<file path="src/design/cpu_pkg.sv">
package cpu_pkg;

  localparam int INSTR_W   = 9;
  localparam int OPC_W     = 4;      // opcode field, top of the instruction
  localparam int OPND_W    = 5;      // operand field, bottom of the instruction
  localparam int DATA_W    = 8;
  localparam int PC_W      = 10;
  localparam int ROM_DEPTH = 1024;
  localparam int REG_CNT   = 16;
  localparam int REG_AW    = 4;      // register index width
  localparam int MEM_DEPTH = 256;
  localparam int MEM_AW    = 8;
  localparam int LUT_DEPTH = 32;     // one entry per operand value
  localparam int BR_DEPTH  = 16;

  typedef enum logic [OPC_W-1:0] {
    op_add  = 4'h0,
    op_adc  = 4'h1,
    op_sub  = 4'h2,
    op_xor  = 4'h3,
    op_shl  = 4'h4,
    op_shr  = 4'h5,
    op_ldi  = 4'h6,
    op_get  = 4'h7,
    op_put  = 4'h8,
    op_ld   = 4'h9,
    op_st   = 4'ha,
    op_par  = 4'hb,
    op_clf  = 4'hc,
    op_jz   = 4'hd,
    op_jp   = 4'he,
    op_halt = 4'hf
  } opcode_e;

  // constants for op_ldi
  localparam logic [DATA_W-1:0] CONST_LUT [0:LUT_DEPTH-1] = '{
    8'h00, 8'h01, 8'h02, 8'h03, 8'h04, 8'h05, 8'h07, 8'h08,
    8'h0f, 8'h10, 8'h20, 8'h3c, 8'h40, 8'h55, 8'h7f, 8'h80,
    8'haa, 8'hc3, 8'hf0, 8'hfe, 8'hff, 8'h12, 8'h34, 8'h5a,
    8'h69, 8'h96, 8'ha5, 8'h0a, 8'h64, 8'h33, 8'h81, 8'h06
  };

  // data memory addresses for op_ld / op_st
  localparam logic [MEM_AW-1:0] ADDR_LUT [0:LUT_DEPTH-1] = '{
    8'h00, 8'h01, 8'h02, 8'h03, 8'h04, 8'h08, 8'h10, 8'h20,
    8'h40, 8'h7f, 8'h80, 8'ha0, 8'hc0, 8'he0, 8'hfe, 8'hff,
    8'h05, 8'h06, 8'h07, 8'h09, 8'h0a, 8'h0b, 8'h0c, 8'h0d,
    8'h11, 8'h22, 8'h33, 8'h44, 8'h55, 8'h66, 8'h77, 8'h88
  };

  // absolute jump targets, indexed by operand[3:0]
  localparam logic [PC_W-1:0] BRANCH_LUT [0:BR_DEPTH-1] = '{
    10'd0,  10'd2,  10'd4,  10'd6,  10'd8,  10'd10, 10'd12, 10'd14,
    10'd16, 10'd18, 10'd20, 10'd22, 10'd24, 10'd26, 10'd28, 10'd30
  };

endpackage

</file>
<file path="src/design/cpu_ifs.sv">
// decoded instruction and its operands, decode -> execute
interface exec_if;
  cpu_pkg::opcode_e                  op;
  logic [cpu_pkg::OPND_W-1:0]        operand;
  logic [cpu_pkg::DATA_W-1:0]        acc;      // r0
  logic [cpu_pkg::DATA_W-1:0]        src;      // rN
  logic [cpu_pkg::REG_AW-1:0]        dst;

  modport dec (
    output op, operand, acc, src, dst
  );

  modport exec (
    input op, operand, acc, src, dst
  );
endinterface


</file>
<file path="src/design/decode_stage.sv">
module decode_stage (
  input  logic                           clk,
  input  logic                           rst,
  input  logic [cpu_pkg::INSTR_W-1:0]    instr,
  input  logic                           reg_wr_en,
  input  logic [cpu_pkg::REG_AW-1:0]     reg_wr_addr,
  input  logic [cpu_pkg::DATA_W-1:0]     reg_wr_data,
  exec_if.dec                            ex
);

  cpu_pkg::opcode_e              opc;
  logic [cpu_pkg::OPND_W-1:0]    operand;
  logic [cpu_pkg::REG_AW-1:0]    rn;
  logic [cpu_pkg::DATA_W-1:0]    r0_val;
  logic [cpu_pkg::DATA_W-1:0]    rn_val;

  // field split
  assign opc     = cpu_pkg::opcode_e'(instr[cpu_pkg::INSTR_W-1 -: cpu_pkg::OPC_W]);
  assign operand = instr[cpu_pkg::OPND_W-1:0];
  assign rn      = operand[cpu_pkg::REG_AW-1:0];

  // port a always reads the accumulator
  reg_file reg_file_inst (
    .clk       (clk),
    .rst       (rst),
    .wr_en     (reg_wr_en),
    .wr_addr   (reg_wr_addr),
    .wr_data   (reg_wr_data),
    .rd_addr_a ('0),
    .rd_addr_b (rn),
    .rd_data_a (r0_val),
    .rd_data_b (rn_val)
  );

  assign ex.op      = opc;
  assign ex.operand = operand;
  assign ex.acc     = r0_val;
  assign ex.src     = rn_val;

  // only put targets rN, everything else lands in r0
  always_comb begin
    if (opc == cpu_pkg::op_put) begin
      ex.dst = rn;
    end else begin
      ex.dst = '0;
    end
  end

endmodule

</file>
<file path="src/design/reg_file.sv">
module reg_file (
  input  logic                          clk,
  input  logic                          rst,
  input  logic                          wr_en,
  input  logic [cpu_pkg::REG_AW-1:0]    wr_addr,
  input  logic [cpu_pkg::DATA_W-1:0]    wr_data,
  input  logic [cpu_pkg::REG_AW-1:0]    rd_addr_a,
  input  logic [cpu_pkg::REG_AW-1:0]    rd_addr_b,
  output logic [cpu_pkg::DATA_W-1:0]    rd_data_a,
  output logic [cpu_pkg::DATA_W-1:0]    rd_data_b
);

  logic [cpu_pkg::DATA_W-1:0] regs [0:cpu_pkg::REG_CNT-1];

  always_ff @(posedge clk) begin
    if (rst) begin
      for (int i = 0; i < cpu_pkg::REG_CNT; i++) begin
        regs[i] <= '0;
      end
    end else if (wr_en) begin
      regs[wr_addr] <= wr_data;
    end
  end

  assign rd_data_a = regs[rd_addr_a];
  assign rd_data_b = regs[rd_addr_b];

endmodule

</file>
<file path="src/flat_wrapper.sv">
// flat-port wrapper written by rule: the top's interface ports become plain ports
module decode_stage_flat 
  (clk, rst, instr, reg_wr_en, reg_wr_addr, reg_wr_data, ex_op, ex_operand, ex_acc, ex_src, ex_dst);
  exec_if ex_i ();
  input  logic clk;
  input  logic rst;
  input  logic [cpu_pkg::INSTR_W-1:0] instr;
  input  logic reg_wr_en;
  input  logic [cpu_pkg::REG_AW-1:0] reg_wr_addr;
  input  logic [cpu_pkg::DATA_W-1:0] reg_wr_data;
  output wire logic [$bits(ex_i.op)-1:0] ex_op;
  output wire logic [$bits(ex_i.operand)-1:0] ex_operand;
  output wire logic [$bits(ex_i.acc)-1:0] ex_acc;
  output wire logic [$bits(ex_i.src)-1:0] ex_src;
  output wire logic [$bits(ex_i.dst)-1:0] ex_dst;
  assign ex_op = ex_i.op;
  assign ex_operand = ex_i.operand;
  assign ex_acc = ex_i.acc;
  assign ex_src = ex_i.src;
  assign ex_dst = ex_i.dst;
  decode_stage u_core (.clk(clk), .rst(rst), .instr(instr), .reg_wr_en(reg_wr_en), .reg_wr_addr(reg_wr_addr), .reg_wr_data(reg_wr_data), .ex(ex_i));
endmodule
</file>
<file path="config.mk">
export PLATFORM = sky130hd
export DESIGN_NAME = decode_stage_flat
export DESIGN_NICKNAME = d
export VERILOG_FILES = /design/src/design/cpu_pkg.sv /design/src/design/cpu_ifs.sv /design/src/design/decode_stage.sv /design/src/design/reg_file.sv /design/src/flat_wrapper.sv
export SDC_FILE = /design/constraint.sdc
export NUM_CORES = 1
export LEC_CHECK = 0
export BUFFER_PORTS_ARGS = -buffer_cell sky130_fd_sc_hd__buf_2
export CAP_MARGIN = 10
export CELL_PAD_IN_SITES_DETAIL_PLACEMENT = 2
export CELL_PAD_IN_SITES_GLOBAL_PLACEMENT = 2
export CORE_MARGIN = 2
export CORE_UTILIZATION = 45
export CTS_CLUSTER_SIZE = 14
export DETAILED_ROUTE_END_ITERATION = 8
export GPL_TIMING_DRIVEN = 0
export PLACE_DENSITY = 0.81
export SYNTH_ARGS = -nofsm -noshare
export SYNTH_HDL_FRONTEND = slang
export SYNTH_SLANG_ARGS = --single-unit
</file>
<file path="constraint.sdc">
create_clock -name clk -period 6 [get_ports clk]
set_input_delay 1.2 -clock clk [delete_from_list [all_inputs] [get_ports clk]]
set_output_delay 1.2 -clock clk [all_outputs]
set_load 0.02 [all_outputs]
</file>
==> impl_metrics.yaml, run 1 <==
outcome:
  status: "complete, no violations"
sta:
  fin_ws_ns: 1.71
  setup_tns_ns: 0
  worst_pin_slew_ns: 1.04
  grt_setup_unrepaired: "no"
  clock.fmax_mhz: 233
  finalCriticalPeriod_ns: 4.29
  relSlewSlack_pct: 30.0
  setup_violations: 0
  slew_violations: 0
  hold_viol_final: 0
  fin_crit_sh_pct: 71.5
clock_tree:
  htreeDepth: 4
  cts_root_buffer: "clkbuf_16"
  postCtsSetupRepairBufs: 0
  cts_buffers: 17
  cts_hold_buf: 0
  cts_resized: 0
  numClockSinks: 128
  path_clk_slew_ns: 0.05
  cts_buffer_depth: 2
  cts_tree: "built"
pwr:
  power_leakage_nw: 2.53
  vdd.ir_drop.worst_v: 0.000161
  power_density_nw_per_um2: 312
critical_path:
  startpoint_type: "primary input"
  path_max_fanout: 10
  worstSetupEndpointType: "output port"
  cp.required_ns: 4.80
  crit_type: "in -> out"
  cp_data_arrival_time_ns: 3.09
run:
  drv_cap: 0
placed_design:
  place_area_um2: 6430
  place_hpwl_um: 12300
  io_buffers: 49
  gp_congestion: 0.866
  place_inst: 615
  place_ws_ns: 1.68
yosys:
  synth_warnings: 0
  syn_area_per_cell_um2: 15.3
  yosysTopAreaCell: "edfxtp_1"
  yosysTopAreaCellShare_pct: 64.4
  ys_seq_area_share_pct: 64.4
  ys_types: 20
  synth.net_count: 414
  synthCells: 390
  synth.cell_area_um2: 5970
  ys_top_cells_by_area: "edfxtp_1 (64%), and2_1 (14%), mux4_2 (12%)"
  ys_ff_latch: 128
drt:
  routed_wirelength_um: 17400
  ant_nets: 0
  drt_iter0_markers: 299
  drc: 0
  via_per_inst: 5.49
  routed-via-count: 3549
  wl_per_cell_um: 27.0
  dr.pass1.iters: 4
global_routing:
  grt_max_degree: 17
  grt_pass1_wl_um: 26000
  antenna_found_initial: 0
  grt-ovfl-total: 0
  first_global_vias: 4024
  grt.total_usage_pct: 26.6
finish:
  nets: 482
  insertedDiodeCount: 0
  top_register: "u_core.reg_file_inst.regs"
  final_cells: 646
  largest_reg_flops: 128
  final_cell_area_um2: 6950
  largest_registers: "u_core.reg_file_inst.regs x128"
  drive_gt1_share_pct: 29.8
  n_fill_cell: 1192
  synthToLayoutAreaGrowth_pct: 16.3
floorplan:
  ios: 53
  start_util_pct: 45.6
  die_y_um: 119
  placementRows: 42
  dieArea_um2: 14200
  fp.coreArea_um2: 13100
  fp.dieW_um: 119
min_path:
  hp-class: "in -> reg"
==> worst paths after layout <==
| kind | to | start | slack [ns] | cells past startpoint |
|---|---|---|---|---|
| worst min-delay path | u_core.reg_file_inst.regs[0][7]$_SDFFCE_PN0P_ | reg_wr_data[7] | 1.15 | 2 |
| worst max-delay path | ex_src[6] | instr[1] | 1.71 | 6 |
==> metrics by stage <==
step                      power [mW]  hold slack [ns]  utilization, %
after floorplan                 1.18             1.40               -
after global placement          1.25             1.57            49.2
after detailed placement        1.27             1.59            49.2
after CTS                       2.17             1.14            53.1
after global routing            2.22             1.17            53.1
final                           2.17             1.15            53.1
==> cells in the mapped netlist <==
cell type,number
a22oi_1,16
and2_1,133
buf_1,1
buf_2,4
buf_4,11
clkbuf_1,14
edfxtp_1,128
mux4_2,32
nand2_1,9
nand2b_1,2
nand4b_1,1
nand4bb_1,2
nor2_1,10
nor2_2,3
nor2b_1,2
nor3_1,3
nor3_2,1
nor4b_1,1
or2_2,16
or4b_4,1
==> layout by cell type (no fill, tap or decap) <==
| master | n |
|---|---|
| clkinv_2 | 5 |
| mux4_2 | 32 |
| or4b_4 | 1 |
| edfxtp_1 | 128 |
| nand4bb_1 | 2 |
| clkbuf_16 | 17 |
| clkinv_1 | 5 |
| nor3_1 | 3 |
| nor3_2 | 1 |
| buf_2 | 53 |
| nor2_2 | 3 |
| nor4b_1 | 1 |
| nor2_1 | 10 |
| and2_1 | 133 |
| a22oi_1 | 16 |
| nand2_1 | 9 |
| clkbuf_1 | 17 |
| nand2b_1 | 2 |
| bufinv_16 | 1 |
| nand4b_1 | 1 |
| nor2b_1 | 2 |
| buf_1 | 1 |
| or2_2 | 16 |
| buf_4 | 11 |
==> final cells by class <==
class | count | area, µm² | share of cell area, %
clock buffers | 20 | 437 | 6.29
flip-flops and latches | 128 | 3840 | 55.3
well taps | 176 | 220 | 3.17
plain buffers | 30 | 159 | 2.29
multi-input cells | 232 | 1970 | 28.3
repair buffers | 49 | 245 | 3.53
clock inverters | 11 | 73.8 | 1.06
==> per-layer routing <==
metal	vias up	track usage, %	wire length (µm)
li1	1565	-	-
met1	1863	32.4	6970
met2	99	46.4	9240
met3	22	4.74	762
met4	0	11.9	476
met5	-	0	0
==> power by group <==
group          internal, mW  total [mW]  leakage, nW  switching [mW]
clock network         0.554       0.915        0.255           0.362
logic                0.0737       0.196         1.05           0.122
registers              1.04        1.05         1.22          0.0185
==> critical path, stage by stage <==
cell      delay [ns]
clkbuf_1        0.32
clkbuf_1        0.60
mux4_2          0.43
a22oi_1         0.25
nand2_1         0.12
buf_2           0.17
==> cells by family after synthesis <==
kind of cell,count (synthesis),share of synthesized area [%]
flops,128,64.4
buf+inv,30,2.66
compound gates,16,2.01
mux,32,12.1
simple gates,184,18.9
No activity file was read; power rests on OpenSTA's default activity.
==> run 2, diff against run 1 <==
--- a/config.mk
+++ b/config.mk
@@ -5,16 +5,17 @@
 export SDC_FILE = /design/constraint.sdc
 export NUM_CORES = 1
 export LEC_CHECK = 0
+export ABC_AREA = 1
 export BUFFER_PORTS_ARGS = -buffer_cell sky130_fd_sc_hd__buf_2
 export CAP_MARGIN = 10
 export CELL_PAD_IN_SITES_DETAIL_PLACEMENT = 2
 export CELL_PAD_IN_SITES_GLOBAL_PLACEMENT = 2
 export CORE_MARGIN = 2
-export CORE_UTILIZATION = 45
+export CORE_UTILIZATION = 33
 export CTS_CLUSTER_SIZE = 14
 export DETAILED_ROUTE_END_ITERATION = 8
 export GPL_TIMING_DRIVEN = 0
-export PLACE_DENSITY = 0.81
+export PLACE_DENSITY = 0.74
 export SYNTH_ARGS = -nofsm -noshare
 export SYNTH_HDL_FRONTEND = slang
 export SYNTH_SLANG_ARGS = --single-unit
==> constraint.sdc (replaced) <==
create_clock -name clk -period 3.7 [get_ports clk]
set_input_delay 0.74 -clock clk [delete_from_list [all_inputs] [get_ports clk]]
set_output_delay 0.74 -clock clk [all_outputs]
set_load 0.02 [all_outputs]
==> impl_metrics.yaml, run 2 <==
drt:
  dr.pass1.iters: 4
  drt_iter0_markers: 288
  routed_wirelength_um: 22200
  via_per_inst: 4.85
  routed-via-count: 5164
  ant_nets: 0
  wl_per_cell_um: 20.8
  drc: 0
placed_design:
  gp_congestion: 0.825
  io_buffers: 48
  place_hpwl_um: 16100
  place_inst: 1033
  place_ws_ns: 0.629
finish:
  drive_gt1_share_pct: 15.9
  largest_registers: "u_core.reg_file_inst.regs x128"
  final_cell_mix: "nand2_1 (186), nor2_1 (137), edfxtp_1 (128)"
  final_cells: 1065
  nets: 816
  largest_reg_flops: 128
  final_common_cell: "nand2_1"
  insertedDiodeCount: 0
  synthToLayoutAreaGrowth_pct: 17.9
  fin_util_pct: 39.9
  n_fill_cell: 2129
  top_register: "u_core.reg_file_inst.regs"
global_routing:
  first_global_vias: 5817
  grt.total_usage_pct: 23.0
  grt_pass1_wl_um: 33500
  antenna_found_initial: 0
  grt-ovfl-total: 0
  grt_max_degree: 17
clock_tree:
  path_clk_slew_ns: 0.06
  cts_tree: "built"
  cts_buffer_depth: 2
  cts_root_buffer: "clkbuf_16"
  cts_buffers: 17
  postCtsSetupRepairBufs: 0
  cts_hold_buf: 0
  htreeDepth: 4
  numClockSinks: 128
  cts_resized: 0
floorplan:
  placementRows: 50
  ios: 53
  fp.coreArea_um2: 18800
  die_y_um: 143
  fp.dieW_um: 143
  dieArea_um2: 20400
  start_util_pct: 33.8
critical_path:
  critPathCapture: "ex_src[3]"
  startpoint_type: "primary input"
  cp_common_cell: "nand3_1"
  critPathLaunch: "instr[1]"
  cp_data_arrival_time_ns: 2.38
  path_max_fanout: 10
  crit_type: "in -> out"
  worstSetupEndpointType: "output port"
  path_cells: "buf_2 -> clkbuf_1 -> nand3_1 -> nand3_1 -> nand3_1 -> nand2_1 -> buf_2"
  critPathMaxStageDelay_ns: 0.60
  cp.required_ns: 2.96
  slowest_stage: "clkbuf_1"
yosys:
  ys_types: 16
  ys.flop_type: "edfxtp_1"
  synth.net_count: 749
  ys_ff_latch: 128
  yosysTopAreaCellShare_pct: 60.4
  synth.cell_area_um2: 6370
  synth_edf_count: 128
  synth_warnings: 0
  ys_seq_area_share_pct: 60.4
  ys_top_cells_by_area: "edfxtp_1 (60%), nand2_1 (11%), nor2_1 (8.1%)"
  synthCells: 725
  async_reset_ff_share_pct: 0
  syn_area_per_cell_um2: 8.78
  synth_commonest_cells: "nand2_1 (186), nor2_1 (137), edfxtp_1 (128)"
  yosysTopAreaCell: "edfxtp_1"
  synth.most_common_cell: "nand2_1"
sta:
  setup_violations: 0
  setup_tns_ns: 0
  slew_violations: 0
  relSlewSlack_pct: 44.5
  hold_viol_final: 0
  worst_pin_slew_ns: 0.832
  fin_crit_sh_pct: 84.3
  clock.fmax_mhz: 321
  finalCriticalPeriod_ns: 3.12
  grt_setup_unrepaired: "no"
  fin_ws_ns: 0.582
outcome:
  status: "complete, no violations"
min_path:
  hold_start: "reg_wr_data[7]"
  hp-class: "in -> reg"
run:
  drv_cap: 0
pwr:
  power_leakage_nw: 3.44
  vdd.ir_drop.worst_v: 0.000339
  totalPowerFinal_mw: 3.74
  power_density_nw_per_um2: 498
run 2: metrics by stage:
stage          area [µm²]  hold WS, ns
2_1_floorplan        6370         1.02
4_1_cts              7500        0.753
5_1_grt              7500        0.783
3_5_place_dp         6930         1.20
3_3_place_gp         6930         1.18
6_report             7500        0.744
run 2: how the worst min path moves through the flow:
stage                                                     to  slack, ns  cells after the start
3_5_place_dp   u_core.reg_file_inst.regs[2][7]$_SDFFCE_PN0P_       1.20                      3
5_1_grt        u_core.reg_file_inst.regs[1][7]$_SDFFCE_PN0P_       0.78                      3
3_3_place_gp   u_core.reg_file_inst.regs[7][6]$_SDFFCE_PN0P_       1.18                      3
2_1_floorplan  u_core.reg_file_inst.regs[0][7]$_SDFFCE_PN0P_       1.02                      2
6_report       u_core.reg_file_inst.regs[3][7]$_SDFFCE_PN0P_       0.74                      3
4_1_cts        u_core.reg_file_inst.regs[3][7]$_SDFFCE_PN0P_       0.75                      3
run 2: layout make-up:
cell class	count	area (µm²)	area share, %
buffer	43	223	2.97
clock buffer	17	425	5.67
clock inverter	15	146	1.95
inverter	115	432	5.75
multi-input combinational	439	1870	24.9
sequential	128	3840	51.2
tap	260	325	4.33
timing repair buffer	48	240	3.20
run 2: critical path, delay by kind of cell:
family,cells,cell delay (ns)
buf+inv,3,0.93
simple gates,4,0.71
run 2: cell families after synthesis:
| group | count (synthesis) | share of synthesized area (%) |
|---|---|---|
| flops | 128 | 60.4 |
| buf+inv | 158 | 10.3 |
| simple gates | 439 | 29.4 |
run 2: power by group:
| part | leakage [nW] | switching [mW] | internal [mW] |
|---|---|---|---|
| clock network | 0.266 | 0.656 | 0.982 |
| registers | 1.22 | 0.0260 | 1.68 |
| logic | 1.95 | 0.297 | 0.101 |
run 2: per-layer routing:
| layer | vias up | part of all wire, % | track usage [%] |
|---|---|---|---|
| met1 | 2621 | 39 | 25.9 |
| met2 | 105 | 54 | 43.3 |
| met3 | 30 | 4.5 | 4.02 |
| met5 | - | 0 | 0 |
| li1 | 2408 | - | - |
| met4 | 0 | 2.3 | 8.49 |
==> run 3, diff against run 2 <==
--- a/config.mk
+++ b/config.mk
@@ -11,11 +11,11 @@
 export CELL_PAD_IN_SITES_DETAIL_PLACEMENT = 2
 export CELL_PAD_IN_SITES_GLOBAL_PLACEMENT = 2
 export CORE_MARGIN = 2
-export CORE_UTILIZATION = 33
+export CORE_UTILIZATION = 37
 export CTS_CLUSTER_SIZE = 14
 export DETAILED_ROUTE_END_ITERATION = 8
 export GPL_TIMING_DRIVEN = 0
-export PLACE_DENSITY = 0.74
+export PLACE_DENSITY = 0.79
 export SYNTH_ARGS = -nofsm -noshare
 export SYNTH_HDL_FRONTEND = slang
 export SYNTH_SLANG_ARGS = --single-unit
==> constraint.sdc (replaced) <==
create_clock -name clk -period 3.2 [get_ports clk]
set_input_delay 0.64 -clock clk [delete_from_list [all_inputs] [get_ports clk]]
set_output_delay 0.64 -clock clk [all_outputs]
set_load 0.02 [all_outputs]
==> impl_metrics.yaml, run 3 (synthesis results as in run 2) <==
outcome:
  status: "complete, no violations"
clock_tree:
  cts_buffer_depth: 2
  numClockSinks: 128
  cts_tree: "built"
  path_clk_slew_ns: 0.06
  cts_root_buffer: "clkbuf_16"
  htreeDepth: 4
  cts_resized: 0
  cts_buffers: 17
  cts_hold_buf: 0
  postCtsSetupRepairBufs: 0
critical_path:
  path_cells: "buf_2 -> buf_2 -> buf_2 -> nand2_1 -> nand3_1 -> nand3_1 -> nand3_1 -> nand2_1 -> buf_2"
  worstSetupEndpointType: "output port"
  critical_path_buf_inv_count: 4
  crit_type: "in -> out"
  cp_data_arrival_time_ns: 2.24
  cp.required_ns: 2.56
  cp_common_cell: "buf_2"
  slowest_stage: "buf_2"
  critPathMaxStageDelay_ns: 0.36
  startpoint_type: "primary input"
  crit_family: "buffers and inverters"
  path_max_fanout: 10
floorplan:
  fp.dieW_um: 135
  ios: 53
  dieArea_um2: 18300
  placementRows: 47
  fp.coreArea_um2: 16700
  start_util_pct: 38.1
  die_y_um: 135
finish:
  largest_reg_flops: 128
  largest_registers: "u_core.reg_file_inst.regs x128"
  final_common_cell: "nand2_1"
  nets: 816
  fin_util_pct: 45.1
  synthToLayoutAreaGrowth_pct: 18.2
  drive_gt1_share_pct: 16.0
  insertedDiodeCount: 0
  top_register: "u_core.reg_file_inst.regs"
  final_cell_mix: "nand2_1 (186), nor2_1 (137), edfxtp_1 (128)"
pwr:
  clockPowerShare_pct: 46.9
  vdd.ir_drop.worst_v: 0.000287
  seq_power_share_pct: 42.9
  power_density_nw_per_um2: 612
  swShare_pct: 25.4
  power_switching_mw: 1.17
  power.internal_mw: 3.43
  comb_power_share_pct: 10.2
  power_leakage_nw: 3.48
min_path:
  hp-class: "in -> reg"
sta:
  hold_viol_final: 0
  finalCriticalPeriod_ns: 2.88
  slew_violations: 0
  setup_violations: 0
  relSlewSlack_pct: 41.0
  worst_pin_slew_ns: 0.885
  clock.fmax_mhz: 348
  grt_setup_unrepaired: "no"
  fin_crit_sh_pct: 89.8
  setup_tns_ns: 0
global_routing:
  grt.total_usage_pct: 27.5
  antenna_found_initial: 0
  grt_max_degree: 17
  grt-ovfl-total: 0
  first_global_vias: 6026
  grt_pass1_wl_um: 35500
drt:
  ant_nets: 0
  drt_iter0_markers: 408
  dr.pass1.iters: 4
  wl_per_cell_um: 23.1
  via_per_inst: 5.20
  routed-via-count: 5333
  routed_wirelength_um: 23700
  drc: 0
placed_design:
  gp_congestion: 0.888
  place_hpwl_um: 16200
  io_buffers: 48
run:
  drv_cap: 0
[run 3: final timing paths]
check / from / to / slack [ns] / cells past startpoint
max: instr[0] / ex_src[7] / 0.32 / 9
min: reg_wr_data[7] / u_core.reg_file_inst.regs[5][7]$_SDFFCE_PN0P_ / 0.63 / 3
[run 3: per-stage QoR]
step / hold slack (ns) / area [µm²] / power (mW) / setup slack, ns / instances
5_1_grt: 0.666 / 7530 / 4.71 / 0.249 / 1025
6_report: 0.633 / 7530 / 4.60 / 0.325 / 1025
3_5_place_dp: 1.09 / 6880 / 2.47 / 0.404 / 993
3_3_place_gp: 1.07 / 6880 / 2.43 / 0.433 / 993
4_1_cts: 0.645 / 7530 / 4.60 / 0.360 / 1025
2_1_floorplan: 0.916 / 6370 / 2.27 / 1.11 / 725
[run 3: power groups by stage]
stage | sequential (mW) | combinational, mW | clock [mW]
floorplan | 2.00 | 0.267 | 0
global placement | 2.00 | 0.434 | 0
detailed placement | 2.01 | 0.459 | 0
CTS | 1.97 | 0.471 | 2.16
global route | 1.98 | 0.510 | 2.22
finish | 1.97 | 0.470 | 2.16
[run 3: per-layer routing]
| metal | part of all wire, % | track usage, % | vias up |
|---|---|---|---|
| met1 | 39 | 31.2 | 2696 |
| met4 | 3.6 | 13.1 | 2 |
| met5 | 0.13 | 1.39 | - |
| met3 | 4.9 | 4.94 | 58 |
| li1 | - | - | 2406 |
| met2 | 52 | 50.0 | 171 |
[run 3: cell type report]
cell class,count,area [µm²]
plain buffers,43,223
clock buffers,17,425
clock inverters,15,218
fillers,1850,9180
inverters,115,432
multi-input cells,439,1870
flip-flops and latches,128,3840
well taps,220,275
repair buffers,48,240
