==> src/design/cpu_pkg.sv <==
package cpu_pkg;

  localparam int INSTR_W   = 9;
  localparam int OPC_W     = 4;      // opcode field, top of the instruction
  localparam int OPND_W    = 5;      // operand field, bottom of the instruction
  localparam int DATA_W    = 8;
  localparam int PC_W      = 10;
  localparam int ROM_DEPTH = 1024;
  localparam int REG_CNT   = 16;
  localparam int REG_AW    = 4;      // register index width
  localparam int MEM_DEPTH = 256;
  localparam int MEM_AW    = 8;
  localparam int LUT_DEPTH = 32;     // one entry per operand value
  localparam int BR_DEPTH  = 16;

  typedef enum logic [OPC_W-1:0] {
    op_add  = 4'h0,
    op_adc  = 4'h1,
    op_sub  = 4'h2,
    op_xor  = 4'h3,
    op_shl  = 4'h4,
    op_shr  = 4'h5,
    op_ldi  = 4'h6,
    op_get  = 4'h7,
    op_put  = 4'h8,
    op_ld   = 4'h9,
    op_st   = 4'ha,
    op_par  = 4'hb,
    op_clf  = 4'hc,
    op_jz   = 4'hd,
    op_jp   = 4'he,
    op_halt = 4'hf
  } opcode_e;

  // constants for op_ldi
  localparam logic [DATA_W-1:0] CONST_LUT [0:LUT_DEPTH-1] = '{
    8'h00, 8'h01, 8'h02, 8'h03, 8'h04, 8'h05, 8'h07, 8'h08,
    8'h0f, 8'h10, 8'h20, 8'h3c, 8'h40, 8'h55, 8'h7f, 8'h80,
    8'haa, 8'hc3, 8'hf0, 8'hfe, 8'hff, 8'h12, 8'h34, 8'h5a,
    8'h69, 8'h96, 8'ha5, 8'h0a, 8'h64, 8'h33, 8'h81, 8'h06
  };

  // data memory addresses for op_ld / op_st
  localparam logic [MEM_AW-1:0] ADDR_LUT [0:LUT_DEPTH-1] = '{
    8'h00, 8'h01, 8'h02, 8'h03, 8'h04, 8'h08, 8'h10, 8'h20,
    8'h40, 8'h7f, 8'h80, 8'ha0, 8'hc0, 8'he0, 8'hfe, 8'hff,
    8'h05, 8'h06, 8'h07, 8'h09, 8'h0a, 8'h0b, 8'h0c, 8'h0d,
    8'h11, 8'h22, 8'h33, 8'h44, 8'h55, 8'h66, 8'h77, 8'h88
  };

  // absolute jump targets, indexed by operand[3:0]
  localparam logic [PC_W-1:0] BRANCH_LUT [0:BR_DEPTH-1] = '{
    10'd0,  10'd2,  10'd4,  10'd6,  10'd8,  10'd10, 10'd12, 10'd14,
    10'd16, 10'd18, 10'd20, 10'd22, 10'd24, 10'd26, 10'd28, 10'd30
  };

endpackage

==> src/design/cpu_ifs.sv <==
// decoded instruction and its operands, decode -> execute
interface exec_if;
  cpu_pkg::opcode_e                  op;
  logic [cpu_pkg::OPND_W-1:0]        operand;
  logic [cpu_pkg::DATA_W-1:0]        acc;      // r0
  logic [cpu_pkg::DATA_W-1:0]        src;      // rN
  logic [cpu_pkg::REG_AW-1:0]        dst;

  modport dec (
    output op, operand, acc, src, dst
  );

  modport exec (
    input op, operand, acc, src, dst
  );
endinterface

// ALU result and memory request, execute -> memory
interface mem_if;
  logic [cpu_pkg::OPND_W-1:0]        operand;  // index into ADDR_LUT
  logic [cpu_pkg::DATA_W-1:0]        result;
  logic                              wr_reg;
  logic [cpu_pkg::REG_AW-1:0]        dst;
  logic                              load;
  logic                              store;
  logic [cpu_pkg::DATA_W-1:0]        store_data;

  modport alu (
    output operand, result, wr_reg, dst, load, store, store_data
  );

  modport mem (
    input operand, result, wr_reg, dst, load, store, store_data
  );
endinterface

==> src/design/execute_stage.sv <==
module execute_stage (
  input  logic         clk,
  input  logic         rst,
  exec_if.exec         ex,
  mem_if.alu           mo,
  output logic         branch_taken,
  output logic [3:0]   branch_sel
);

  logic [cpu_pkg::DATA_W-1:0]  rslt;
  logic [cpu_pkg::DATA_W:0]    wide;     // result with carry/borrow on top
  logic                        wr_reg_c;
  logic                        load_c;
  logic                        store_c;

  // flag registers and their controls
  logic sc_q, sc_o, sc_en, sc_clr;
  logic par_q, par_d, par_en, par_clr;

  always_comb begin
    rslt     = ex.acc;
    wide     = '0;
    wr_reg_c = 1'b0;
    load_c   = 1'b0;
    store_c  = 1'b0;
    sc_o     = sc_q;
    sc_en    = 1'b0;
    sc_clr   = 1'b0;
    par_d    = par_q;
    par_en   = 1'b0;
    par_clr  = 1'b0;
    case (ex.op)
      cpu_pkg::op_add: begin
        wide     = {1'b0, ex.acc} + {1'b0, ex.src};
        rslt     = wide[cpu_pkg::DATA_W-1:0];
        sc_o     = wide[cpu_pkg::DATA_W];
        sc_en    = 1'b1;
        wr_reg_c = 1'b1;
      end
      cpu_pkg::op_adc: begin
        wide     = {1'b0, ex.acc} + {1'b0, ex.src} + {{cpu_pkg::DATA_W{1'b0}}, sc_q};
        rslt     = wide[cpu_pkg::DATA_W-1:0];
        sc_o     = wide[cpu_pkg::DATA_W];
        sc_en    = 1'b1;
        wr_reg_c = 1'b1;
      end
      cpu_pkg::op_sub: begin
        wide     = {1'b0, ex.acc} - {1'b0, ex.src};
        rslt     = wide[cpu_pkg::DATA_W-1:0];
        sc_o     = wide[cpu_pkg::DATA_W];   // borrow
        sc_en    = 1'b1;
        wr_reg_c = 1'b1;
      end
      cpu_pkg::op_xor: begin
        rslt     = ex.acc ^ ex.src;
        wr_reg_c = 1'b1;
      end
      cpu_pkg::op_shl: begin
        rslt     = {ex.acc[cpu_pkg::DATA_W-2:0], sc_q};
        sc_o     = ex.acc[cpu_pkg::DATA_W-1];
        sc_en    = 1'b1;
        wr_reg_c = 1'b1;
      end
      cpu_pkg::op_shr: begin
        rslt     = {sc_q, ex.acc[cpu_pkg::DATA_W-1:1]};
        sc_o     = ex.acc[0];
        sc_en    = 1'b1;
        wr_reg_c = 1'b1;
      end
      cpu_pkg::op_ldi: begin
        rslt     = cpu_pkg::CONST_LUT[ex.operand];
        wr_reg_c = 1'b1;
      end
      cpu_pkg::op_get: begin
        rslt     = ex.src;
        wr_reg_c = 1'b1;
      end
      cpu_pkg::op_put: wr_reg_c = 1'b1;   // r0 passes through to rN
      cpu_pkg::op_ld: begin
        load_c   = 1'b1;
        wr_reg_c = 1'b1;
      end
      cpu_pkg::op_st: store_c = 1'b1;
      cpu_pkg::op_par: begin
        par_d  = par_q ^ (^ex.acc);       // accumulate parity of r0
        par_en = 1'b1;
      end
      cpu_pkg::op_clf: begin
        sc_clr  = 1'b1;
        par_clr = 1'b1;
      end
      default: ;                          // jz, jp, halt write nothing
    endcase
  end

  always_ff @(posedge clk) begin
    if (rst || sc_clr) begin
      sc_q <= 1'b0;
    end else if (sc_en) begin
      sc_q <= sc_o;
    end
    if (rst || par_clr) begin
      par_q <= 1'b0;
    end else if (par_en) begin
      par_q <= par_d;
    end
  end

  // branch decision, target lookup happens in fetch
  always_comb begin
    case (ex.op)
      cpu_pkg::op_jz: branch_taken = (ex.acc == '0);
      cpu_pkg::op_jp: branch_taken = par_q;
      default:        branch_taken = 1'b0;
    endcase
  end
  assign branch_sel = ex.operand[3:0];

  assign mo.operand    = ex.operand;
  assign mo.result     = rslt;
  assign mo.dst        = ex.dst;
  assign mo.load       = load_c;
  assign mo.store_data = ex.acc;
  assign mo.wr_reg     = wr_reg_c & ~rst;   // no commits while in reset
  assign mo.store      = store_c & ~rst;

endmodule

==> src/flat_wrapper.sv <==
// flat-port wrapper written by rule: the top's interface ports become plain ports
module execute_stage_flat 
  (clk, rst, branch_taken, branch_sel, ex_op, ex_operand, ex_acc, ex_src, ex_dst, mo_operand, mo_result, mo_wr_reg, mo_dst, mo_load, mo_store, mo_store_data);
  exec_if ex_i ();
  mem_if mo_i ();
  input  logic clk;
  input  logic rst;
  output logic branch_taken;
  output logic [3:0] branch_sel;
  input wire logic [$bits(ex_i.op)-1:0] ex_op;
  input wire logic [$bits(ex_i.operand)-1:0] ex_operand;
  input wire logic [$bits(ex_i.acc)-1:0] ex_acc;
  input wire logic [$bits(ex_i.src)-1:0] ex_src;
  input wire logic [$bits(ex_i.dst)-1:0] ex_dst;
  output wire logic [$bits(mo_i.operand)-1:0] mo_operand;
  output wire logic [$bits(mo_i.result)-1:0] mo_result;
  output wire logic [$bits(mo_i.wr_reg)-1:0] mo_wr_reg;
  output wire logic [$bits(mo_i.dst)-1:0] mo_dst;
  output wire logic [$bits(mo_i.load)-1:0] mo_load;
  output wire logic [$bits(mo_i.store)-1:0] mo_store;
  output wire logic [$bits(mo_i.store_data)-1:0] mo_store_data;
  assign ex_i.op = ex_op;
  assign ex_i.operand = ex_operand;
  assign ex_i.acc = ex_acc;
  assign ex_i.src = ex_src;
  assign ex_i.dst = ex_dst;
  assign mo_operand = mo_i.operand;
  assign mo_result = mo_i.result;
  assign mo_wr_reg = mo_i.wr_reg;
  assign mo_dst = mo_i.dst;
  assign mo_load = mo_i.load;
  assign mo_store = mo_i.store;
  assign mo_store_data = mo_i.store_data;
  execute_stage u_core (.clk(clk), .rst(rst), .ex(ex_i), .mo(mo_i), .branch_taken(branch_taken), .branch_sel(branch_sel));
endmodule
==> config.mk <==
export PLATFORM = sky130hd
export DESIGN_NAME = execute_stage_flat
export DESIGN_NICKNAME = d
export VERILOG_FILES = /design/src/design/cpu_pkg.sv /design/src/design/cpu_ifs.sv /design/src/design/execute_stage.sv /design/src/flat_wrapper.sv
export SDC_FILE = /design/constraint.sdc
export NUM_CORES = 1
export LEC_CHECK = 0
export ABC_AREA = 1
export BUFFER_PORTS_ARGS = -buffer_cell sky130_fd_sc_hd__buf_2
export CELL_PAD_IN_SITES_DETAIL_PLACEMENT = 0
export CELL_PAD_IN_SITES_GLOBAL_PLACEMENT = 2
export CORE_MARGIN = 2
export CORE_UTILIZATION = 30
export DETAILED_ROUTE_END_ITERATION = 8
export PLACE_DENSITY_LB_ADDON = 0.1
export SLEW_MARGIN = 20
export SYNTH_ARGS = -nofsm -noshare
export SYNTH_HDL_FRONTEND = slang
export SYNTH_SLANG_ARGS = --single-unit
==> constraint.sdc <==
create_clock -name clk -period 8.35 [get_ports clk]
set_clock_uncertainty 0.1 [all_clocks]
set_input_delay 1.67 -clock clk [delete_from_list [all_inputs] [get_ports clk]]
set_output_delay 1.67 -clock clk [all_outputs]
set_load 0.03 [all_outputs]
==> results of run 1 <==
==> logic make-up after synthesis <==
group	Yosys count	share of synthesized area (%)
fa+ha+maj	31	17.10
simple gates	170	35.32
buf+inv	102	21.19
xor+xnor	5	1.859
compound gates	86	22.84
flops	2	1.699
==> state kept, by name (all words and copies together), names as in the netlist <==
register and count:
u_core.par_q 1, u_core.sc_q 1
==> cells in the mapped netlist (2+ instances only) <==
library cell  number
nand4_1           11
nor2_4             7
o21ai_0           18
nand2_2            4
xor2_1             3
a21oi_1           24
nand3_1           30
dfxtp_1            2
inv_1             57
a211oi_1           5
o2111ai_1          2
buf_4             24
o211ai_1           5
a21oi_2            3
o22ai_1            7
inv_2             13
fa_1               2
nor3_1             5
or2_2              3
o21ai_1            4
buf_6              3
xnor2_1            2
nor2_2             4
o31ai_1            2
clkbuf_1           2
nor2_1            24
a31oi_1            4
nand2_1           77
ha_1              29
a221oi_1           3
o21bai_1           3
==> critical path: cells and delay by family <==
kind                       cells  cell delay [ns]
AOI/OAI and AO/OA              2             0.46
adders and majority gates      3             0.80
buffers and inverters          5             0.61
and+or+nand+nor                2             0.26
==> worst paths after layout <==
check	slack (ns)	endpoint	depth (start not counted)
worst max-delay path	2.77	mo_result[4]	12
worst min-delay path	0.42	u_core.par_q$_SDFFE_PP0N_	2
worst max register to register	6.51	u_core.sc_q$_SDFFE_PP0P_	12
worst min register to register	0.42	u_core.par_q$_SDFFE_PP0N_	2
==> metrics by stage <==
step	cells	util (%)	hold WS (ns)	cell area (sq um)	total power, W
2_1_floorplan	396	-	0.3794	2356	0.0001402
4_1_cts	526	33.48	0.4158	2574	0.0002145
5_1_grt	526	33.48	0.4375	2574	0.0002336
3_5_place_dp	523	32.94	0.4071	2532	0.0001752
3_3_place_gp	523	32.94	0.4090	2532	0.0001766
6_report	526	33.48	0.4153	2574	0.0002137
==> cell usage in the layout, fill, tap and decap left out, types with 2 or more instances in the layout <==
| master | Yosys | final |
|---|---|---|
| o2111ai_1 | 2 | 2 |
| a221oi_1 | 3 | 3 |
| buf_2 | 1 | 55 |
| or2_2 | 3 | 3 |
| nor2_4 | 7 | 7 |
| nand3_1 | 30 | 30 |
| o21ai_0 | 18 | 18 |
| xnor2_1 | 2 | 2 |
| ha_1 | 29 | 29 |
| a21oi_1 | 24 | 24 |
| o21ai_1 | 4 | 4 |
| nor3_1 | 5 | 5 |
| o211ai_1 | 5 | 5 |
| nand2_1 | 77 | 77 |
| inv_1 | 57 | 57 |
| fa_1 | 2 | 2 |
| a31oi_1 | 4 | 4 |
| o21bai_1 | 3 | 3 |
| nor2_2 | 4 | 4 |
| xor2_1 | 3 | 3 |
| a211oi_1 | 5 | 5 |
| nand4_1 | 11 | 11 |
| inv_2 | 13 | 13 |
| dfxtp_1 | 2 | 2 |
| o22ai_1 | 7 | 7 |
| nand2_2 | 4 | 4 |
| a21oi_2 | 3 | 3 |
| clkbuf_8 | 0 | 3 |
| nor2_1 | 24 | 24 |
| o31ai_1 | 2 | 2 |
==> metal layers <==
| layer | GRT usage (%) | up-vias | wire, um |
|---|---|---|---|
| met1 | 23.93 | 1225 | 3759 |
| met3 | 0.4882 | 4 | 235 |
| met2 | 35.64 | 63 | 4164 |
| li1 | - | 1363 | - |
| met4 | 2.083 | 0 | 46 |
| met5 | 0 | - | 0 |
==> cell type report <==
class,instances,area share (%)
Tap cell,102,4.959
Multi-Input combinational cell,292,70.59
Inverter,72,10.60
Sequential cell,2,1.556
Timing Repair Buffer,55,10.70
Clock buffer,3,1.604
==> report_power, final <==
part           leakage, nW  total [W]  switching [W]  internal (W)
Sequential          0.0162  0.0000107    0.000000572     0.0000102
Combinational         1.30   0.000164       0.000114     0.0000506
Clock               0.0216  0.0000387     0.00000816     0.0000305
Total                 1.34   0.000214       0.000122     0.0000913
==> out/summary.txt, run 1 <==
Status: complete, no violations
Initial Utilization: 30.65%
Worst path max stage delay: 0.40 ns
Post-synth EDFFs: 0
Hold Crit Class: flip-flop to flip-flop
Worst IR Drop VDD: 36.94 uV
Ys Warns: 0
Crit end category: output port
Syn Std Cell Area: 0.002356 sq mm
Global-route usage over all layers: 18.64%
Leakage power: 1.337 nW
CTS tree: done
Hold-fix buffers, CTS: 0
Syn-to-layout area delta: 9.241%
Multi-input logic area: 0.001817 sq mm
Post-synth ARST share: 0%
Syn avg cell area: 5.950 sq um
Sink Count: 2
RSZ-0062 raised after global routing: no
Max-slew violation count: 0
Die W: 92.62 um
Seq/Total Area, Yosys: 1.699%
Setup WS post-layout: 2.769 ns
Min-Delay Startpoint: u_core.par_q$_SDFFE_PP0N_
Synthesis-stage register bit count: 2
Final Hold Viols: 0
Nets: 488
Setup crit start: ex_src[0]
Worst-Margin Slew: 0.5591 ns
Post-synthesis net count: 458
Htree depth: 1
Largest net degree at the start of global routing: 19
Worst Path Required: 6.58 ns
Count of cell types in the netlist: 45
Inserted Diodes: 0
I/O Pins: 64
Clk_lat worst skew: 0.21 ns
Clock buffer count from CTS: 3
Slowest CP cell: fa_1
Vias in the first global route: 2561
Post-DRT Antenna Nets: 0
Final wirelength: 8.205 mm
Clock buffer depth: 2
Max FO, Critical Path: 3
Initial DRC count: 97
Routed wire length per instance: 15.60 um
Chip Height: 92.62 um
Via density: 5.048
Global-route wire length before repair: 12.89 mm
Synth top area cells: ha_1 15%, nand2_1 12%, inv_1 9.1%
Post-synth top area cell: ha_1
Post-layout min period: 5.581 ns
Critical path class: input port to output port
DRC viols: 0
Total power per unit cell area: 83.04 mW/mm^2
First drt pass iteration count: 4
Ys flop type: dfxtp_1
Routability cong.: 0.8722
Global route overflow: 0
Final period util: 66.84%
Pre-CTS WS: 2.759 ns
# Max-Cap Violations: 0
Most used cell, CP: inv_1
Synth Instances: 396
Row count: 32
# setup viols final: 0
Crit path launch type: input port
Reg2Reg Launch Point: u_core.sc_q$_SDFFE_PP0P_
Data arrival, critical path: 3.81 ns
Core ar.: 0.007687 sq mm
Fmax achieved: 179.2 MHz
Clock transition at path regs: 0.03 ns
Die ar.: 0.008578 sq mm
IO Port Bufs: 55
CTS root buf: clkbuf_8
Layout cells sized above 1: 22.88%
Post-cts resize count: 0
Total number of vias: 2655
Fillcell total: 931
Storage cell area: 40.04 sq um
Post-CTS Setup Bufs: 0
Top cell type's share of synthesized area: 15.40%
Rel. slew slack: 62.59%
Total negative slack: 0 ns
Initial antenna violation count: 0
Worst-path cell chain: buf_2 > ha_1 > inv_1 > fa_1 > inv_1 > ha_1 > inv_1 > nor2_8 > nand3_4 > a311oi_1 > o211ai_1 > buf_2
DP Wirelength: 6.913 mm
Note: power is estimated with default switching activity, not from simulation.
==> run 2, diff against run 1 <==
Settings changed: CORE_UTILIZATION 30 to 25.
Clock period 8.35 ns to 4.78 ns, I/O delays scaled along.
==> run 2 against run 1 <==
Compared with the run above: power is 77% higher; sequential share of layout area hardly changed; count of clock-buffer cells in the layout stayed put; design area is 0.73% higher; first-iteration DRC count is 11% lower; global-route usage is 1.4 points lower; die area is 19% higher; sequential power is 77% higher; final cell count is 1.9% higher; register-to-register slack worse by 3.6 ns; clock power is 76% higher; combinational power is 77% higher.
==> out/summary.txt, run 2 (synthesized netlist as in run 1, its figures left out) <==
CTS root buf: clkbuf_8 (unchanged)
Worst Path Required: 3.72 ns (was 6.58 ns)
Total power per unit cell area: 145.7 mW/mm^2 (was 83.04 mW/mm^2)
Pre-CTS WS: 0.6114 ns (was 2.759 ns)
Initial DRC count: 86 (was 97)
Hold Crit Class: flip-flop to flip-flop (unchanged)
Clk_lat worst skew: 0.21 ns (about the same)
RSZ-0062 raised after global routing: no (unchanged)
Die W: 101.1 um (was 92.62 um)
Fmax achieved: 238.8 MHz
Sink Count: 2 (unchanged)
Critical path class: input port to output port (unchanged)
Syn-to-layout area delta: 10.04% (was 9.241%)
Max-slew violation count: 0 (unchanged)
Post-cts resize count: 0 (unchanged)
Hold Worst Slack: 0.4259 ns (was 0.4153 ns)
Post-CTS Setup Bufs: 0 (unchanged)
Die ar.: 0.01022 sq mm (was 0.008578 sq mm)
Post-DRT Antenna Nets: 0 (unchanged)
Routed wire length per instance: 16.33 um (was 15.60 um)
Placed Instance Area: 0.002551 sq mm (was 0.002532 sq mm)
Post-layout min period: 4.188 ns
Max FO, Critical Path: 5 (was 3)
Layout cells sized above 1: 23.06% (was 22.88%)
Status: complete, no violations (unchanged)
Core ar.: 0.009196 sq mm (was 0.007687 sq mm)
Leakage power: 1.343 nW (was 1.337 nW)
Final core occ: 28.19% (was 33.48%)
Largest regs: u_core.par_q x1, u_core.sc_q x1 (unchanged)
Initial Utilization: 25.62% (was 30.65%)
Rel. slew slack: 63.94% (was 62.59%)
Global-route wire length before repair: 13.88 mm (was 12.89 mm)
Worst IR Drop VDD: 38.32 uV (was 36.94 uV)
Hold-fix buffers, CTS: 0 (unchanged)
Initial antenna violation count: 0 (unchanged)
Global route overflow: 0 (unchanged)
Crit path launch type: input port (unchanged)
Final Hold Viols: 0 (unchanged)
Chip Height: 101.1 um (was 92.62 um)
CTS tree: done (unchanged)
Row count: 35 (was 32)
# setup viols final: 0 (unchanged)
Setup WS post-layout: 0.5924 ns (was 2.769 ns)
Nets: 489 (was 488)
Htree depth: 1 (unchanged)
Total number of vias: 2704 (was 2655)
IO Port Bufs: 55 (unchanged)
Clock buffer count from CTS: 3 (unchanged)
Post-route cell area: 0.002592 sq mm (was 0.002574 sq mm)
Crit end category: output port (unchanged)
Largest net degree at the start of global routing: 19 (unchanged)
Clock buffer depth: 2 (unchanged)
Clock transition at path regs: 0.03 ns (about the same)
Final period util: 87.61%
I/O Pins: 64 (unchanged)
Final wirelength: 8.754 mm (was 8.205 mm)
Vias in the first global route: 2732 (was 2561)
Commonest non-fill, non-tap cell in the layout: nand2_1 (unchanged)
DP Wirelength: 7.324 mm (was 6.913 mm)
DRC viols: 0 (unchanged)
Global-route usage over all layers: 17.22% (was 18.64%)
Inserted Diodes: 0 (unchanged)
# Max-Cap Violations: 0 (unchanged)
Via density: 5.045 (was 5.048)
First drt pass iteration count: 4 (unchanged)
Routability cong.: 0.8486 (was 0.8722)
Worst-Margin Slew: 0.5388 ns (was 0.5591 ns)
Commonest cells after routing, fill and taps aside: 77 x nand2_1, 57 x inv_1, 55 x buf_2, 30 x nand3_1, 29 x ha_1 (unchanged)
Total negative slack: 0 ns (unchanged)
Data arrival, critical path: 3.13 ns (was 3.81 ns)
[run 2: power breakdown]
group / switching, W / leakage, nW / internal, W / total [W]
logic: 0.000202 / 1.30 / 0.0000889 / 0.000291
clock network: 0.0000147 / 0.0216 / 0.0000534 / 0.0000681
registers: 0.00000110 / 0.0162 / 0.0000178 / 0.0000189
total: 0.000218 / 1.34 / 0.000160 / 0.000378
[run 2: final timing paths]
| kind | slack, ns | start | endpoint | depth (start not counted) |
|---|---|---|---|---|
| setup / recovery | 0.59 | ex_acc[0] | mo_result[7] | 18 |
| hold / removal | 0.43 | u_core.par_q$_SDFFE_PP0N_ | u_core.par_q$_SDFFE_PP0N_ | 2 |
| setup reg to reg | 2.94 | u_core.sc_q$_SDFFE_PP0P_ | u_core.sc_q$_SDFFE_PP0P_ | 11 |
| hold reg to reg | 0.43 | u_core.par_q$_SDFFE_PP0N_ | u_core.par_q$_SDFFE_PP0N_ | 2 |
[run 2: final cells by class]
class	count	area [sq um]
clock buffer	3	41.29
sequential	2	40.04
tap	111	138.9
fill	1064	6604
inverter	72	272.8
timing repair buffer	56	282.8
multi-input combinational	292	1817
[run 2: metrics by stage]
| stage | cells | power (W) |
|---|---|---|
| 3_3_place_gp | 533 | 0.0003132 |
| 4_1_cts | 536 | 0.0003800 |
| 5_1_grt | 536 | 0.0004141 |
| 6_report | 536 | 0.0003776 |
| 2_1_floorplan | 396 | 0.0002448 |
| 3_5_place_dp | 533 | 0.0003091 |
[run 2: worst max-delay path, stage by stage]
cell      delay [ns]
buf_2           0.12
ha_1            0.20
inv_1           0.06
fa_1            0.42
nand2_1         0.08
inv_1           0.05
nor2_2          0.16
inv_2           0.11
nor2_4          0.11
nand2_2         0.09
nor2_4          0.13
nand2_2         0.07
o21bai_2        0.10
nand3_1         0.08
nand4_1         0.09
nand2_1         0.06
inv_1           0.05
buf_2           0.18
[run 2: layer usage]
layer	global-route usage [%]	vias to the layer above	part of all wire (%)
met5	0	-	0
met4	3.742	0	2.1
met3	1.318	12	2.5
met2	31.94	52	49
met1	21.50	1278	47
li1	-	1362	-
==> run 3, diff against run 2 <==
Settings changed: CORE_ASPECT_RATIO set to 1.75.
==> run 3 against run 2 <==
Compared with the run above: first-iteration DRC count decreased by 26%; via count is 0.41% higher; critical endpoint unchanged; fmax is essentially flat; count of clock-buffer cells in the layout unchanged; sequential cell count unchanged; largest cell class unchanged; largest power group unchanged; power is 16% higher; register-to-register slack got worse by 0.08 ns; die area rose by 0.30%; hold slack worse by 0.0016 ns; worst setup slack gained 0.0039 ns.
==> out/summary.txt, run 3 (synthesized netlist as in run 1, its figures left out) <==
Status: complete, no violations (unchanged)
R2R Path End: u_core.sc_q$_SDFFE_PP0P_ (unchanged)
First drt pass iteration count: 4 (unchanged)
Critical path class: input port to output port (unchanged)
Worst-Margin Slew: 0.3567 ns (was 0.5388 ns)
Initial Utilization: 25.91% (was 25.62%)
Leakage power: 1.368 nW (was 1.343 nW)
Final period util: 87.53% (was 87.61%)
Final cell count without fillers: 547 (was 536)
Worst IR Drop VDD: 118.5 uV (was 38.32 uV)
Hold worst-path end: u_core.par_q$_SDFFE_PP0N_ (unchanged)
Vias in the first global route: 2764 (was 2732)
Die ar.: 0.01025 sq mm (was 0.01022 sq mm)
Global-route wire length before repair: 14.89 mm (was 13.88 mm)
Post-CTS Setup Bufs: 0 (unchanged)
Min-Delay Startpoint: u_core.par_q$_SDFFE_PP0N_ (unchanged)
Total power per unit cell area: 165.8 mW/mm^2 (was 145.7 mW/mm^2)
Most used cell, CP: inv_1 (unchanged)
Initial DRC count: 64 (was 86)
# Max-Cap Violations: 0 (unchanged)
IO Port Bufs: 55 (unchanged)
Row count: 46 (was 35)
Largest regs: u_core.par_q x1, u_core.sc_q x1 (unchanged)
Post-cts resize count: 0 (unchanged)
Cell family with most CP delay: simple AND/OR/NAND/NOR gates (unchanged)
Min-Delay Path Depth: 2 (unchanged)
# setup viols final: 0 (unchanged)
Fmax achieved: 239.0 MHz (was 238.8 MHz)
Routed wire length per instance: 17.48 um (was 16.33 um)
DRC viols: 0 (unchanged)
Core ar.: 0.009094 sq mm (was 0.009196 sq mm)
Post-DRT Antenna Nets: 0 (unchanged)
Final Hold Viols: 0 (unchanged)
Global-route usage over all layers: 18.79% (was 17.22%)
Rel. slew slack: 76.07% (was 63.94%)
Final core occ: 29.17% (was 28.19%)
Max FO, Critical Path: 5 (unchanged)
Worst-path cell chain: buf_2 > ha_1 > inv_1 > fa_1 > nand2_1 > inv_1 > nor2_2 > inv_2 > nor2_4 > nand2_2 > nor2_4 > nand2_2 > o21bai_2 > nand3_1 > nand4_1 > nand2_1 > inv_1 > buf_2 (unchanged)
Slowest CP cell: fa_1 (unchanged)
RSZ-0062 raised after global routing: no (unchanged)
I/O Pins: 64 (unchanged)
Total negative slack: 0 ns (unchanged)
Largest net degree at the start of global routing: 19 (unchanged)
Commonest cells after routing, fill and taps aside: 77 x nand2_1, 57 x inv_1, 55 x buf_2, 30 x nand3_1, 29 x ha_1 (unchanged)
Clk_lat worst skew: 0.22 ns (was 0.21 ns)
CTS root buf: clkbuf_16 (was clkbuf_8)
DP Wirelength: 8.410 mm (was 7.324 mm)
Overall power: 0.0004399 W (was 0.0003776 W)
Crit end category: output port (unchanged)
Total number of vias: 2715 (was 2704)
Routability cong.: 0.8439 (was 0.8486)
Commonest non-fill, non-tap cell in the layout: nand2_1 (unchanged)
Hold Worst Slack: 0.4243 ns (was 0.4259 ns)
Max-slew violation count: 0 (unchanged)
Reg2Reg Launch Point: u_core.sc_q$_SDFFE_PP0P_ (unchanged)
Worst path max stage delay: 0.44 ns (was 0.42 ns)
Sink Count: 2 (unchanged)
Die W: 77.39 um (was 101.1 um)
Final wirelength: 9.562 mm (was 8.754 mm)
Hold-fix buffers, CTS: 0 (unchanged)
CP bufs+invs: 6 (unchanged)
Worst Path Required: 3.72 ns (about the same)
Inserted Diodes: 0 (unchanged)
Data arrival, critical path: 3.13 ns (about the same)
Fillcell total: 1106 (was 1064)
Chip Height: 132.4 um (was 101.1 um)
Clock transition at path regs: 0.03 ns (about the same)
Crit path launch type: input port (unchanged)
Via density: 4.963 (was 5.045)
Layout cells sized above 1: 23.42% (was 23.06%)
R2R setup slack: 2.86 ns (was 2.94 ns)
Initial antenna violation count: 0 (unchanged)
Cells on worst reg2reg path: 12 (was 11)
Htree depth: 1 (unchanged)
CTS tree: done (unchanged)
Clock buffer count from CTS: 3 (unchanged)
Global route overflow: 0 (unchanged)
Clock buffer depth: 2 (unchanged)
Nets: 491 (was 489)
Syn-to-layout area delta: 12.59% (was 10.04%)
Post-layout min period: 4.184 ns (was 4.188 ns)
Hold Crit Class: flip-flop to flip-flop (unchanged)
Placed insts: 544 (was 533)
-- run 3: cell types whose count changed in the layout (fill, tap and decap cells not counted), sizes merged --
cell	change
buf	+2
-- run 3: worst min-delay path, cell delays in order (launching register included) --
cell	delay, ns
dfxtp_1	0.34
xor2_1	0.07
nor2_1	0.07
-- run 3: layout make-up --
class                   count  area, sq um  share of cell area [%]
multi-input cells         292         1817                   68.49
repair buffers             58        297.8                   11.23
inverters                  72        272.8                   10.28
well taps                 120        150.1                   5.660
clock buffers               3        75.07                   2.830
flip-flops and latches      2        40.04                   1.509
-- run 3: how the worst max path moves through the flow --
stage | start | depth (start not counted) | to | slack, ns
2_1_floorplan | ex_src[0] | 10 | mo_result[4] | 1.02
6_report | ex_acc[0] | 18 | mo_result[7] | 0.60
3_5_place_dp | ex_acc[0] | 18 | mo_result[7] | 0.55
3_3_place_gp | ex_acc[0] | 18 | mo_result[7] | 0.56
4_1_cts | ex_acc[0] | 18 | mo_result[7] | 0.54
5_1_grt | ex_acc[0] | 18 | mo_result[7] | 0.39
-- run 3: power by group --
part	switching, W	internal [W]	leakage (nW)
sequential	0.00000124	0.0000178	0.0162
combinational	0.000206	0.0000904	1.31
clock	0.0000182	0.000106	0.0370
-- run 3: through the flow --
step                      setup WS [ns]  instance area, sq um
after floorplan                   1.017                  2356
after global routing             0.3948                  2653
after global placement           0.5561                  2577
after CTS                        0.5444                  2653
after detailed placement         0.5500                  2577
final                            0.5963                  2653
-- run 3: routing by layer --
layer,vias up,track usage [%],part of all wire (%)
met1,1242,17.78,34
li1,1364,-,-
met5,-,0,0
met2,83,39.95,59
met3,26,0.7503,2.7
met4,0,7.738,4.8
